<file path="config.mk">
export PLATFORM = sky130hd
export DESIGN_NAME = riscv_icu
export DESIGN_NICKNAME = d
export VERILOG_FILES = /design/src/verilog/riscv_icu_pkg.sv /design/src/verilog/riscv_md_if.sv /design/src/verilog/riscv_alu.sv /design/src/verilog/riscv_branch.sv /design/src/verilog/riscv_multiplier.sv /design/src/verilog/riscv_divider.sv /design/src/verilog/riscv_icu.sv
export VERILOG_INCLUDE_DIRS = /design/src /design/src/verilog
export SDC_FILE = /design/constraint.sdc
export NUM_CORES = 2
export LEC_CHECK = 0
export BUFFER_PORTS_ARGS = -buffer_cell sky130_fd_sc_hd__buf_2
export CAP_MARGIN = 10
export CELL_PAD_IN_SITES_DETAIL_PLACEMENT = 2
export CELL_PAD_IN_SITES_GLOBAL_PLACEMENT = 2
export CORE_MARGIN = 3
export CORE_UTILIZATION = 42
export CTS_CLUSTER_DIAMETER = 120
export DETAILED_ROUTE_END_ITERATION = 12
export PLACE_DENSITY = 0.95
export SYNTH_ARGS = -nofsm -noshare
export SYNTH_HDL_FRONTEND = slang
export SYNTH_SLANG_ARGS = --single-unit
</file>
<file path="constraint.sdc">
create_clock -name i_riscv_icu_clk -period 29.2 [get_ports i_riscv_icu_clk]
set_clock_uncertainty 0.15 [all_clocks]
set_input_delay 0 -clock i_riscv_icu_clk [delete_from_list [all_inputs] [get_ports i_riscv_icu_clk]]
set_output_delay 0 -clock i_riscv_icu_clk [all_outputs]
set_load 0.005 [all_outputs]
</file>
<file path="src/verilog/riscv_icu_cfg.svh">
`ifndef RISCV_ICU_CFG_SVH
`define RISCV_ICU_CFG_SVH

// integer register width.
`define RISCV_XLEN 64

// iteration counter, must reach XLEN.
`define RISCV_CNT_W 7

`endif

</file>
<file path="src/verilog/riscv_icu_pkg.sv">
package riscv_icu_pkg;

    // alu opcodes, W forms work on the low word.
    typedef enum logic [5:0] {
        ALU_ADD, ALU_SUB, ALU_SLL, ALU_SLT,
        ALU_SLTU, ALU_XOR, ALU_SRL, ALU_SRA,
        ALU_OR, ALU_AND, ALU_LUI, ALU_ADDW,
        ALU_SUBW, ALU_SLLW, ALU_SRLW, ALU_SRAW
    } alu_op_e;

    // branch conditions.
    typedef enum logic [3:0] {
        BR_NONE, BR_BEQ, BR_BNE, BR_BLT,
        BR_BGE, BR_BLTU, BR_BGEU, BR_JAL
    } branch_cond_e;

    typedef enum logic [3:0] {
        MUL_NONE, MUL_MUL, MUL_MULH, MUL_MULHSU, MUL_MULHU, MUL_MULW
    } mul_op_e;

    typedef enum logic [3:0] {
        DIV_NONE, DIV_DIV, DIV_DIVU, DIV_REM, DIV_REMU,
        DIV_DIVW, DIV_DIVUW, DIV_REMW, DIV_REMUW
    } div_op_e;

    // result select at the unit output.
    typedef enum logic [1:0] {
        SEL_MUL = 2'd0,
        SEL_DIV = 2'd1,
        SEL_ALU = 2'd2
    } func_sel_e;

    typedef enum logic [1:0] {MS_IDLE, MS_RUN, MS_DONE} mul_state_e;

    typedef enum logic [1:0] {DS_IDLE, DS_RUN, DS_FIX, DS_DONE} div_state_e;

endpackage

</file>
<file path="src/verilog/riscv_md_if.sv">
`timescale 1ns/1ps
`include "riscv_icu_cfg.svh"

interface riscv_md_if;
    import riscv_icu_pkg::*;

    // operands shared by both long-latency units.
    logic signed [`RISCV_XLEN-1:0] rs1data;
    logic signed [`RISCV_XLEN-1:0] rs2data;
    mul_op_e                       mulctrl;
    div_op_e                       divctrl;

    modport issue (output rs1data, rs2data, mulctrl, divctrl);

    modport mul (input rs1data, rs2data, mulctrl);

    modport div (input rs1data, rs2data, divctrl);

endinterface

</file>
<file path="src/verilog/riscv_alu.sv">
`timescale 1ns/1ps
`include "riscv_icu_cfg.svh"

module riscv_alu (
    input  riscv_icu_pkg::alu_op_e        i_riscv_alu_ctrl,
    input  logic signed [`RISCV_XLEN-1:0] i_riscv_alu_rs1data,
    input  logic signed [`RISCV_XLEN-1:0] i_riscv_alu_rs2data,
    output logic signed [`RISCV_XLEN-1:0] o_riscv_alu_result
);
    import riscv_icu_pkg::*;

    localparam int XLEN = `RISCV_XLEN;
    localparam int HALF = XLEN / 2;

    logic [5:0]      shamt;
    logic [4:0]      shamt_w;
    logic [HALF-1:0] rs1_w;
    logic [HALF-1:0] rs2_w;
    logic [HALF-1:0] res_w;
    logic            slt;
    logic            sltu;

    assign shamt   = i_riscv_alu_rs2data[5:0];
    assign shamt_w = i_riscv_alu_rs2data[4:0];
    assign rs1_w   = i_riscv_alu_rs1data[HALF-1:0];
    assign rs2_w   = i_riscv_alu_rs2data[HALF-1:0];
    assign slt     = i_riscv_alu_rs1data < i_riscv_alu_rs2data;
    assign sltu    = $unsigned(i_riscv_alu_rs1data) < $unsigned(i_riscv_alu_rs2data);

    // low word result for the W forms.
    always_comb begin
        case (i_riscv_alu_ctrl)
            ALU_SUBW: res_w = rs1_w - rs2_w;
            ALU_SLLW: res_w = rs1_w << shamt_w;
            ALU_SRLW: res_w = rs1_w >> shamt_w;
            ALU_SRAW: res_w = $signed(rs1_w) >>> shamt_w;
            default:  res_w = rs1_w + rs2_w;
        endcase
    end

    always_comb begin
        case (i_riscv_alu_ctrl)
            ALU_ADD:  o_riscv_alu_result = i_riscv_alu_rs1data + i_riscv_alu_rs2data;
            ALU_SUB:  o_riscv_alu_result = i_riscv_alu_rs1data - i_riscv_alu_rs2data;
            ALU_SLL:  o_riscv_alu_result = i_riscv_alu_rs1data << shamt;
            ALU_SLT:  o_riscv_alu_result = {{(XLEN-1){1'b0}}, slt};
            ALU_SLTU: o_riscv_alu_result = {{(XLEN-1){1'b0}}, sltu};
            ALU_XOR:  o_riscv_alu_result = i_riscv_alu_rs1data ^ i_riscv_alu_rs2data;
            ALU_SRL:  o_riscv_alu_result = $unsigned(i_riscv_alu_rs1data) >> shamt;
            ALU_SRA:  o_riscv_alu_result = i_riscv_alu_rs1data >>> shamt;
            ALU_OR:   o_riscv_alu_result = i_riscv_alu_rs1data | i_riscv_alu_rs2data;
            ALU_AND:  o_riscv_alu_result = i_riscv_alu_rs1data & i_riscv_alu_rs2data;
            // upper immediate arrives on rs2.
            ALU_LUI:  o_riscv_alu_result = i_riscv_alu_rs2data;
            ALU_ADDW, ALU_SUBW, ALU_SLLW, ALU_SRLW, ALU_SRAW: begin
                o_riscv_alu_result = {{HALF{res_w[HALF-1]}}, res_w};
            end
            default:  o_riscv_alu_result = '0;
        endcase
    end

endmodule

</file>
<file path="src/verilog/riscv_branch.sv">
`timescale 1ns/1ps
`include "riscv_icu_cfg.svh"

module riscv_branch (
    input  riscv_icu_pkg::branch_cond_e   i_riscv_branch_cond,
    input  logic signed [`RISCV_XLEN-1:0] i_riscv_branch_rs1data,
    input  logic signed [`RISCV_XLEN-1:0] i_riscv_branch_rs2data,
    output logic                          o_riscv_branch_taken
);
    import riscv_icu_pkg::*;

    logic eq;
    logic lt;
    logic ltu;

    assign eq  = i_riscv_branch_rs1data == i_riscv_branch_rs2data;
    assign lt  = i_riscv_branch_rs1data < i_riscv_branch_rs2data;
    assign ltu = $unsigned(i_riscv_branch_rs1data) < $unsigned(i_riscv_branch_rs2data);

    always_comb begin
        case (i_riscv_branch_cond)
            BR_BEQ:  o_riscv_branch_taken = eq;
            BR_BNE:  o_riscv_branch_taken = !eq;
            BR_BLT:  o_riscv_branch_taken = lt;
            BR_BGE:  o_riscv_branch_taken = !lt;
            BR_BLTU: o_riscv_branch_taken = ltu;
            BR_BGEU: o_riscv_branch_taken = !ltu;
            BR_JAL:  o_riscv_branch_taken = 1'b1;
            default: o_riscv_branch_taken = 1'b0;
        endcase
    end

endmodule

</file>
<file path="src/verilog/riscv_multiplier.sv">
`timescale 1ns/1ps
`include "riscv_icu_cfg.svh"

module riscv_multiplier (
    input  logic                          i_riscv_mul_clk,
    input  logic                          i_reset,
    riscv_md_if.mul                       md,
    output logic                          o_riscv_mul_valid,
    output logic                          o_riscv_mul_busy,
    output logic signed [`RISCV_XLEN-1:0] o_riscv_mul_product
);
    import riscv_icu_pkg::*;

    localparam int XLEN  = `RISCV_XLEN;
    localparam int CNT_W = `RISCV_CNT_W;
    localparam logic [CNT_W-1:0] CNT_LAST = CNT_W'(XLEN);

    mul_state_e        state_q;
    logic [CNT_W-1:0]  cnt_q;
    mul_op_e           op_q;
    logic              neg_q;
    logic [XLEN-1:0]   mcand_q;
    logic [2*XLEN-1:0] acc_q;
    logic [XLEN-1:0]   product_q;
    logic              accept;
    logic              a_signed;
    logic              b_signed;
    logic              a_neg;
    logic              b_neg;
    logic [XLEN-1:0]   mag_a;
    logic [XLEN-1:0]   mag_b;
    logic [XLEN:0]     sum;
    logic [2*XLEN-1:0] acc_fix;

    assign accept = (state_q == MS_IDLE) && (md.mulctrl != MUL_NONE);

    // operand signedness per opcode.
    always_comb begin
        case (md.mulctrl)
            MUL_MUL, MUL_MULH, MUL_MULW: {a_signed, b_signed} = 2'b11;
            MUL_MULHSU:                  {a_signed, b_signed} = 2'b10;
            default:                     {a_signed, b_signed} = 2'b00;
        endcase
    end

    assign a_neg = a_signed & md.rs1data[XLEN-1];
    assign b_neg = b_signed & md.rs2data[XLEN-1];
    assign mag_a = a_neg ? -md.rs1data : md.rs1data;
    assign mag_b = b_neg ? -md.rs2data : md.rs2data;

    // multiplier bits shift out of the low half of the accumulator.
    assign sum     = {1'b0, acc_q[2*XLEN-1:XLEN]} + (acc_q[0] ? {1'b0, mcand_q} : '0);
    assign acc_fix = neg_q ? -acc_q : acc_q;

    always_ff @(posedge i_riscv_mul_clk) begin
        if (i_reset) begin
            state_q <= MS_IDLE;
            cnt_q   <= '0;
        end else begin
            case (state_q)
                MS_IDLE: begin
                    cnt_q <= '0;
                    if (accept) state_q <= MS_RUN;
                end
                MS_RUN: begin
                    cnt_q <= cnt_q + 1'b1;
                    if (cnt_q == CNT_LAST) state_q <= MS_DONE;
                end
                default: state_q <= MS_IDLE;
            endcase
        end
    end

    always_ff @(posedge i_riscv_mul_clk) begin
        if (accept) begin
            op_q    <= md.mulctrl;
            neg_q   <= a_neg ^ b_neg;
            mcand_q <= mag_a;
            acc_q   <= {{XLEN{1'b0}}, mag_b};
        end else if (state_q == MS_RUN && cnt_q != CNT_LAST) begin
            acc_q <= {sum, acc_q[XLEN-1:1]};
        end else if (state_q == MS_RUN) begin
            // sign and half select.
            case (op_q)
                MUL_MUL:  product_q <= acc_fix[XLEN-1:0];
                MUL_MULW: product_q <= {{(XLEN/2){acc_fix[XLEN/2-1]}}, acc_fix[XLEN/2-1:0]};
                default:  product_q <= acc_fix[2*XLEN-1:XLEN];
            endcase
        end
    end

    assign o_riscv_mul_valid   = state_q == MS_DONE;
    assign o_riscv_mul_busy    = state_q != MS_IDLE;
    assign o_riscv_mul_product = product_q;

endmodule

</file>
<file path="src/verilog/riscv_divider.sv">
`timescale 1ns/1ps
`include "riscv_icu_cfg.svh"

module riscv_divider (
    input  logic                          i_riscv_div_clk,
    input  logic                          i_reset,
    riscv_md_if.div                       md,
    output logic                          o_riscv_div_valid,
    output logic                          o_riscv_div_busy,
    output logic signed [`RISCV_XLEN-1:0] o_riscv_div_result
);
    import riscv_icu_pkg::*;

    localparam int XLEN  = `RISCV_XLEN;
    localparam int HALF  = XLEN / 2;
    localparam int CNT_W = `RISCV_CNT_W;
    localparam logic [CNT_W-1:0] CNT_LAST = CNT_W'(XLEN);

    div_state_e       state_q;
    logic [CNT_W-1:0] cnt_q;
    logic             w_q, sgn_q, rem_op_q, zero_q, ovf_q, neg_q_q, neg_r_q;
    logic [XLEN-1:0]  a_q, b_q, quo_q, rem_q, dvs_q, result_q;
    logic             accept, w_op, sgn_op, special;
    logic [XLEN-1:0]  a_ext, b_ext, int_min, q_fix, r_fix;
    logic [XLEN:0]    rem_shift, diff;

    function automatic logic [XLEN-1:0] wfix(input logic w, input logic [XLEN-1:0] v);
        return w ? {{HALF{v[HALF-1]}}, v[HALF-1:0]} : v;
    endfunction

    assign accept = (state_q == DS_IDLE) && (md.divctrl != DIV_NONE);
    assign w_op   = md.divctrl inside {DIV_DIVW, DIV_DIVUW, DIV_REMW, DIV_REMUW};
    assign sgn_op = md.divctrl inside {DIV_DIV, DIV_REM, DIV_DIVW, DIV_REMW};

    // W forms see the low word, sign or zero extended.
    assign a_ext   = !w_op ? md.rs1data :
                     {{HALF{sgn_op & md.rs1data[HALF-1]}}, md.rs1data[HALF-1:0]};
    assign b_ext   = !w_op ? md.rs2data :
                     {{HALF{sgn_op & md.rs2data[HALF-1]}}, md.rs2data[HALF-1:0]};
    assign int_min = w_op ? {{(HALF+1){1'b1}}, {(HALF-1){1'b0}}} : {1'b1, {(XLEN-1){1'b0}}};

    assign special   = zero_q | ovf_q;
    assign rem_shift = {rem_q, quo_q[XLEN-1]};
    assign diff      = rem_shift - {1'b0, dvs_q};
    assign q_fix     = neg_q_q ? -quo_q : quo_q;
    assign r_fix     = neg_r_q ? -rem_q : rem_q;

    always_ff @(posedge i_riscv_div_clk) begin
        if (i_reset) begin
            state_q <= DS_IDLE;
            cnt_q   <= '0;
        end else begin
            case (state_q)
                DS_IDLE: begin
                    cnt_q <= '0;
                    if (accept) state_q <= DS_RUN;
                end
                DS_RUN: begin
                    cnt_q <= cnt_q + 1'b1;
                    // early exit from the setup cycle.
                    if (cnt_q == '0 && special) state_q <= DS_DONE;
                    else if (cnt_q == CNT_LAST) state_q <= DS_FIX;
                end
                DS_FIX:  state_q <= DS_DONE;
                default: state_q <= DS_IDLE;
            endcase
        end
    end

    always_ff @(posedge i_riscv_div_clk) begin
        if (accept) begin
            a_q      <= a_ext;
            b_q      <= b_ext;
            w_q      <= w_op;
            sgn_q    <= sgn_op;
            rem_op_q <= md.divctrl inside {DIV_REM, DIV_REMU, DIV_REMW, DIV_REMUW};
            zero_q   <= b_ext == '0;
            ovf_q    <= sgn_op && (b_ext == '1) && (a_ext == int_min);
        end else if (state_q == DS_RUN && cnt_q == '0) begin
            if (zero_q) begin
                result_q <= wfix(w_q, rem_op_q ? a_q : '1);
            end else if (ovf_q) begin
                result_q <= wfix(w_q, rem_op_q ? '0 : a_q);
            end
            rem_q   <= '0;
            quo_q   <= (sgn_q & a_q[XLEN-1]) ? -a_q : a_q;
            dvs_q   <= (sgn_q & b_q[XLEN-1]) ? -b_q : b_q;
            neg_q_q <= sgn_q & (a_q[XLEN-1] ^ b_q[XLEN-1]);
            neg_r_q <= sgn_q & a_q[XLEN-1];
        end else if (state_q == DS_RUN) begin
            // restore when the trial subtract goes negative.
            rem_q <= diff[XLEN] ? rem_shift[XLEN-1:0] : diff[XLEN-1:0];
            quo_q <= {quo_q[XLEN-2:0], !diff[XLEN]};
        end else if (state_q == DS_FIX) begin
            result_q <= wfix(w_q, rem_op_q ? r_fix : q_fix);
        end
    end

    assign o_riscv_div_valid  = state_q == DS_DONE;
    assign o_riscv_div_busy   = state_q != DS_IDLE;
    assign o_riscv_div_result = result_q;

endmodule

</file>
<file path="src/verilog/riscv_icu.sv">
`timescale 1ns/1ps
`include "riscv_icu_cfg.svh"

module riscv_icu (
    input  logic signed [`RISCV_XLEN-1:0] i_riscv_icu_rs1data,
    input  logic signed [`RISCV_XLEN-1:0] i_riscv_icu_rs2data,
    input  logic signed [`RISCV_XLEN-1:0] i_riscv_icu_alurs1data,
    input  logic signed [`RISCV_XLEN-1:0] i_riscv_icu_alurs2data,
    input  riscv_icu_pkg::branch_cond_e   i_riscv_icu_bcond,
    input  riscv_icu_pkg::mul_op_e        i_riscv_icu_mulctrl,
    input  riscv_icu_pkg::div_op_e        i_riscv_icu_divctrl,
    input  riscv_icu_pkg::alu_op_e        i_riscv_icu_aluctrl,
    input  riscv_icu_pkg::func_sel_e      i_riscv_icu_funcsel,
    input  logic                          i_riscv_icu_clk,
    input  logic                          i_reset,
    output logic                          o_riscv_branch_taken,
    output logic                          o_riscv_icu_valid,
    output logic                          o_riscv_icu_busy,
    output logic signed [`RISCV_XLEN-1:0] o_riscv_icu_result
);
    import riscv_icu_pkg::*;

    logic                          mul_valid, div_valid;
    logic                          mul_busy, div_busy;
    logic signed [`RISCV_XLEN-1:0] alu_result, mul_result, div_result;

    riscv_md_if md_if ();

    // long-latency units share the alu operands.
    assign md_if.rs1data = i_riscv_icu_alurs1data;
    assign md_if.rs2data = i_riscv_icu_alurs2data;
    assign md_if.mulctrl = i_riscv_icu_mulctrl;
    assign md_if.divctrl = i_riscv_icu_divctrl;

    riscv_alu u_alu (
        .i_riscv_alu_ctrl    (i_riscv_icu_aluctrl),
        .i_riscv_alu_rs1data (i_riscv_icu_alurs1data),
        .i_riscv_alu_rs2data (i_riscv_icu_alurs2data),
        .o_riscv_alu_result  (alu_result)
    );

    riscv_branch u_branch (
        .i_riscv_branch_cond    (i_riscv_icu_bcond),
        .i_riscv_branch_rs1data (i_riscv_icu_rs1data),
        .i_riscv_branch_rs2data (i_riscv_icu_rs2data),
        .o_riscv_branch_taken   (o_riscv_branch_taken)
    );

    riscv_multiplier u_mul (
        .i_riscv_mul_clk     (i_riscv_icu_clk),
        .i_reset             (i_reset),
        .md                  (md_if.mul),
        .o_riscv_mul_valid   (mul_valid),
        .o_riscv_mul_busy    (mul_busy),
        .o_riscv_mul_product (mul_result)
    );

    riscv_divider u_div (
        .i_riscv_div_clk    (i_riscv_icu_clk),
        .i_reset            (i_reset),
        .md                 (md_if.div),
        .o_riscv_div_valid  (div_valid),
        .o_riscv_div_busy   (div_busy),
        .o_riscv_div_result (div_result)
    );

    assign o_riscv_icu_valid = mul_valid | div_valid;
    assign o_riscv_icu_busy  = mul_busy | div_busy;

    // unused select code gives zero.
    always_comb begin
        case (i_riscv_icu_funcsel)
            SEL_MUL: o_riscv_icu_result = mul_result;
            SEL_DIV: o_riscv_icu_result = div_result;
            SEL_ALU: o_riscv_icu_result = alu_result;
            default: o_riscv_icu_result = '0;
        endcase
    end

endmodule

</file>
==> results of run 1 <==
==> synthesized netlist by cell type (77+ instances only) <==
master and instances:
o21ai_0 753, edfxtp_1 588, nand2_1 922, ha_1 431, nor3_1 151, nor4_1 100
xor2_1 220, mux2i_1 202, a21oi_1 755, and2_1 105, or3_1 77, o31ai_1 157
o22ai_1 93, dfxtp_1 82, nand3_1 201, xnor2_1 488, mux4_2 78, a31oi_1 83
a211oi_1 80, a21o_1 164, nor2_1 774, inv_1 394, clkbuf_1 493, nand4_1 99
==> logic make-up after synthesis <==
group           share of synthesized area [%]
compound gates                           25.3
mux                                      5.89
buf+inv                                  5.35
flops                                    27.5
fa+ha+maj                                8.73
simple gates                             18.3
xor+xnor                                 8.85
==> layer usage <==
layer  global-route usage [%]  overflow
met1                     73.4         0
met2                     91.6         2
met3                     54.7         0
met4                     76.1        10
met5                     27.5         0
==> through the flow <==
| step | utilization, % | instance area, µm² | worst slack [ns] | instances |
|---|---|---|---|---|
| CTS | 47.2 | 78100 | 21.44 | 11150 |
| detailed placement | 44.7 | 73900 | 21.81 | 10869 |
| global placement | 44.7 | 73900 | 21.92 | 10869 |
| floorplan | - | 70100 | 15.38 | 8735 |
==> out/results.ini, run 1 <==
[yosys]
ys_seq_elements=670
netlist-cell-type-count=94
synthArstFlopShare_pct=0
synth-edff-count=588
synth_top_area_share_pct=25.2
ys_warn_count=0
synthDominantAreaCellType=edfxtp_1
synth_sequential_area_ratio_pct=27.5
synthesis.nets=9449
syn-instance-count=8735
avgSynthCellArea_um2=8.02
ys.flop_type=edfxtp_1
syn-cell-area_mm2=0.0701
synth_top_cells_by_area=edfxtp_1 (25%), ha_1 (7.7%), xnor2_1 (6.1%)

[die]
io_pins=345
floorplan.die.width_um=414
start_util_pct=42.4
row_count=149
die_height_um=414

[clocking]
clock_sinks=670
clk_root_buffer_cell=clkbuf_16
cts_max_path_buffers=3
ctsHtreeMaxLevel=3
cts_inserted_buffers=86
post_cts_resize_count=0
postCtsSetupBuffers=0
post_cts_hold_buffer_count=125

[global_routing]
grt_start_max_net_pins=159
grt_antenna_before_repair=139
grt.overflow.total=12
groute.usage.overall_pct=73.5

[status]
first-error=[ERROR GRT-0232] Routing congestion too high. Check the congestion heatmap in the GUI.
outcome.stop_stage=global routing (5_1_grt)
run_status=aborted with a tool error

[place]
placer_congestion=1.16
hpwlAfterDp_um=376000
placement.io_buffers=344

==> inputs of run 2 (changes only) <==
CELL_PAD_IN_SITES_DETAIL_PLACEMENT = default   (was 2)
CELL_PAD_IN_SITES_GLOBAL_PLACEMENT = default   (was 2)
CORE_UTILIZATION = 40   (was 42)
CTS_CLUSTER_DIAMETER = default   (was 120)
PLACE_DENSITY = default   (was 0.95)
PLACE_DENSITY_LB_ADDON = 0.15   (was default)
==> out/results.ini, run 2 <==
[critical_path]
critPathSlowestCell=a21oi_1
critPathTopFamily=simple AND/OR/NAND/NOR gates
worst-endpoint-required_ns=29.05
worstPathArrival_ns=7.92
critPathMaxStageDelay_ns=1.16
endpoint_kind=primary output
worstPathBufferInverterCount=4
worstSetupStartpointType=input port
critPathKind=input port to primary output
worstPathCellList=dlygate4sd3_1 -> buf_4 -> buf_4 -> nor3_1 -> nand3_1 -> or2_2 -> or3_1 -> nand2_1 -> xnor2_1 -> ha_1 -> nand3_1 -> or4_1 -> nor2_1 -> o221ai_1 -> or4_1 -> nand2_1 -> xor2_1 -> a21oi_1 -> nor4_1 -> a31oi_1 -> buf_2
path_max_fanout=42

[yosys]
yosysMostFrequentCell=nand2_1
netlist-cell-type-count=94
synth_sequential_area_ratio_pct=27.5
synthArstFlopShare_pct=0
synth_top_area_share_pct=25.2
synthesis.nets=9449
ys_seq_elements=670
syn-instance-count=8735
synth-edff-count=588
ys.flop_type=edfxtp_1
ys_warn_count=0
synthDominantAreaCellType=edfxtp_1
avgSynthCellArea_um2=8.02
synth.cells.most_frequent=nand2_1 (922), nor2_1 (774), a21oi_1 (755), o21ai_0 (753), edfxtp_1 (588)
synth_top_cells_by_area=edfxtp_1 (25%), ha_1 (7.7%), xnor2_1 (6.1%)
syn-cell-area_mm2=0.0701

[sta]
drv_slew=2
final.period_utilization_pct=27.6
final-hold-violation-count=0
timing.setup.tns_ns=0
tightestPinTransition_ns=1.53
fmax_mhz=124
worst_slew_margin_rel_pct=-1.73
grt_setup_unrepaired=no
finalSetupViolations=0
finalWorstPathRequiredPeriod_ns=8.07

[final_layout]
drive_above_1_share_pct=10.4
fillCellCount=17274
top_register=u_mul.acc_q
nets=9660
largest_register_ffs=128
layout_common_cells=nand2_1 (918), nor2_1 (764), a21oi_1 (754), o21ai_0 (751), edfxtp_1 (588)
leading_cell_type_in_the_layout_fill_and_taps_excluded=nand2_1
layoutNonFillerInstCount=11366
syn_to_final_growth_pct=12.4
layout.cell_area.non_filler_mm2=0.0788

[status]
violations=capacitance limit, slew limit
run_status=finished with violations

[place]
placement.io_buffers=344
hpwlAfterDp_um=338000
placer_congestion=1.13
detailed_place.area_mm2=0.0744
dpl.cell_count=11030

[global_routing]
groute.usage.overall_pct=46.4
first_global_vias=70120
grt.overflow.total=0
grt_start_max_net_pins=165
grt_pass1_wl_um=584000
grt_antenna_before_repair=47

[route]
dr.pass1.iters=8
viasPerCell=6.77
post_drt_wl_per_cell_um=38.3
detailroute.via_count=76988
route.top_layer_used=met5
drt.antenna.violating_nets=0
met3_wirelength_um=50200
drt_wl_total_um=436000
route.met2.wl_um=181000
m1WireLength_um=155000
drt_drc_violations_left=0
drt-initial-drc-count=11199

[power_and_ir_drop]
overall_power_mw=6.04
power_density_mw_per_mm2=76.6
max-vdd-ir-drop_uv=97.5
leakage_nw=30.6

[die]
floorplan.die.width_um=425
placeableCoreArea_mm2=0.173
die_height_um=425
io_pins=345
dieArea_mm2=0.180
row_count=152
start_util_pct=40.5

[clocking]
clk_pin_slew_ns=0.06
clk-insertion-delay-late_ns=0.74
clk_root_buffer_cell=clkbuf_16
post_cts_hold_buffer_count=135
ctsHtreeMaxLevel=3
cts_max_path_buffers=3
postCtsSetupBuffers=0
tritoncts=built
post_cts_resize_count=0
cts_inserted_buffers=82
clock_sinks=670

[job]
max_cap_viol_count=2

[worst_hold_path]
hp-class=input port to register

run 2: worst min-delay path: stages:
cell,delay [ns]
buf_2,0.13
nand2b_1,0.07
o21a_2,0.38
a21o_1,0.21
run 2: metrics by stage:
| step | worst slack [ns] | hold WS [ns] | utilization [%] |
|---|---|---|---|
| floorplan | 15.38 | -0.0809 | - |
| global placement | 22.27 | 0.136 | 43.0 |
| detailed placement | 22.15 | 0.133 | 43.0 |
| CTS | 21.69 | 0.000599 | 45.4 |
| global route | 21.19 | 0.0366 | 45.5 |
| finish | 21.13 | 0.0636 | 45.6 |
run 2: path summary, 6_finish.rpt:
check,slack (ns),endpoint,cells past startpoint,startpoint
min reg2reg,0.34,u_mul.cnt_q[6],2,u_mul.cnt_q[6]
min,0.06,u_div.b_q[52],4,i_riscv_icu_divctrl[2]
max,21.13,o_riscv_icu_result[56],21,i_riscv_icu_alurs2data[2]
max reg2reg,22.94,u_div.rem_q[7],17,u_div.quo_q[63]
run 2: area by class of cell:
| cell class | count | area [µm²] | area share (%) |
|---|---|---|---|
| diodes | 46 | 115 | 0.146 |
| inverters | 407 | 1530 | 1.95 |
| multi-input cells | 7082 | 47300 | 60.1 |
| flip-flops and latches | 670 | 19300 | 24.5 |
| repair buffers | 703 | 4850 | 6.16 |
| clock buffers | 95 | 2220 | 2.81 |
| well taps | 2310 | 2890 | 3.67 |
| clock inverters | 53 | 567 | 0.719 |
run 2: layer usage:
layer	track usage (%)	vias to the layer above
met4	42.1	18
li1	-	32715
met3	15.2	1546
met5	0.484	-
met1	54.0	37168
met2	67.4	5541
run 2: logic make-up after synthesis:
group	after synthesis	synth area share, %
flip-flops	670	27.5
buffers and inverters	983	5.35
XOR/XNOR	708	8.85
multiplexers	311	5.89
adder cells (fa/ha/maj)	498	8.73
AND/OR/NAND/NOR	2755	18.3
AO/OA/AOI/OAI	2810	25.3
run 2: power breakdown:
| part | switching, mW | internal (mW) |
|---|---|---|
| Combinational | 2.00 | 1.02 |
| Clock | 0.461 | 0.620 |
| Sequential | 0.429 | 1.51 |
No activity file was read; power rests on OpenSTA's default activity.
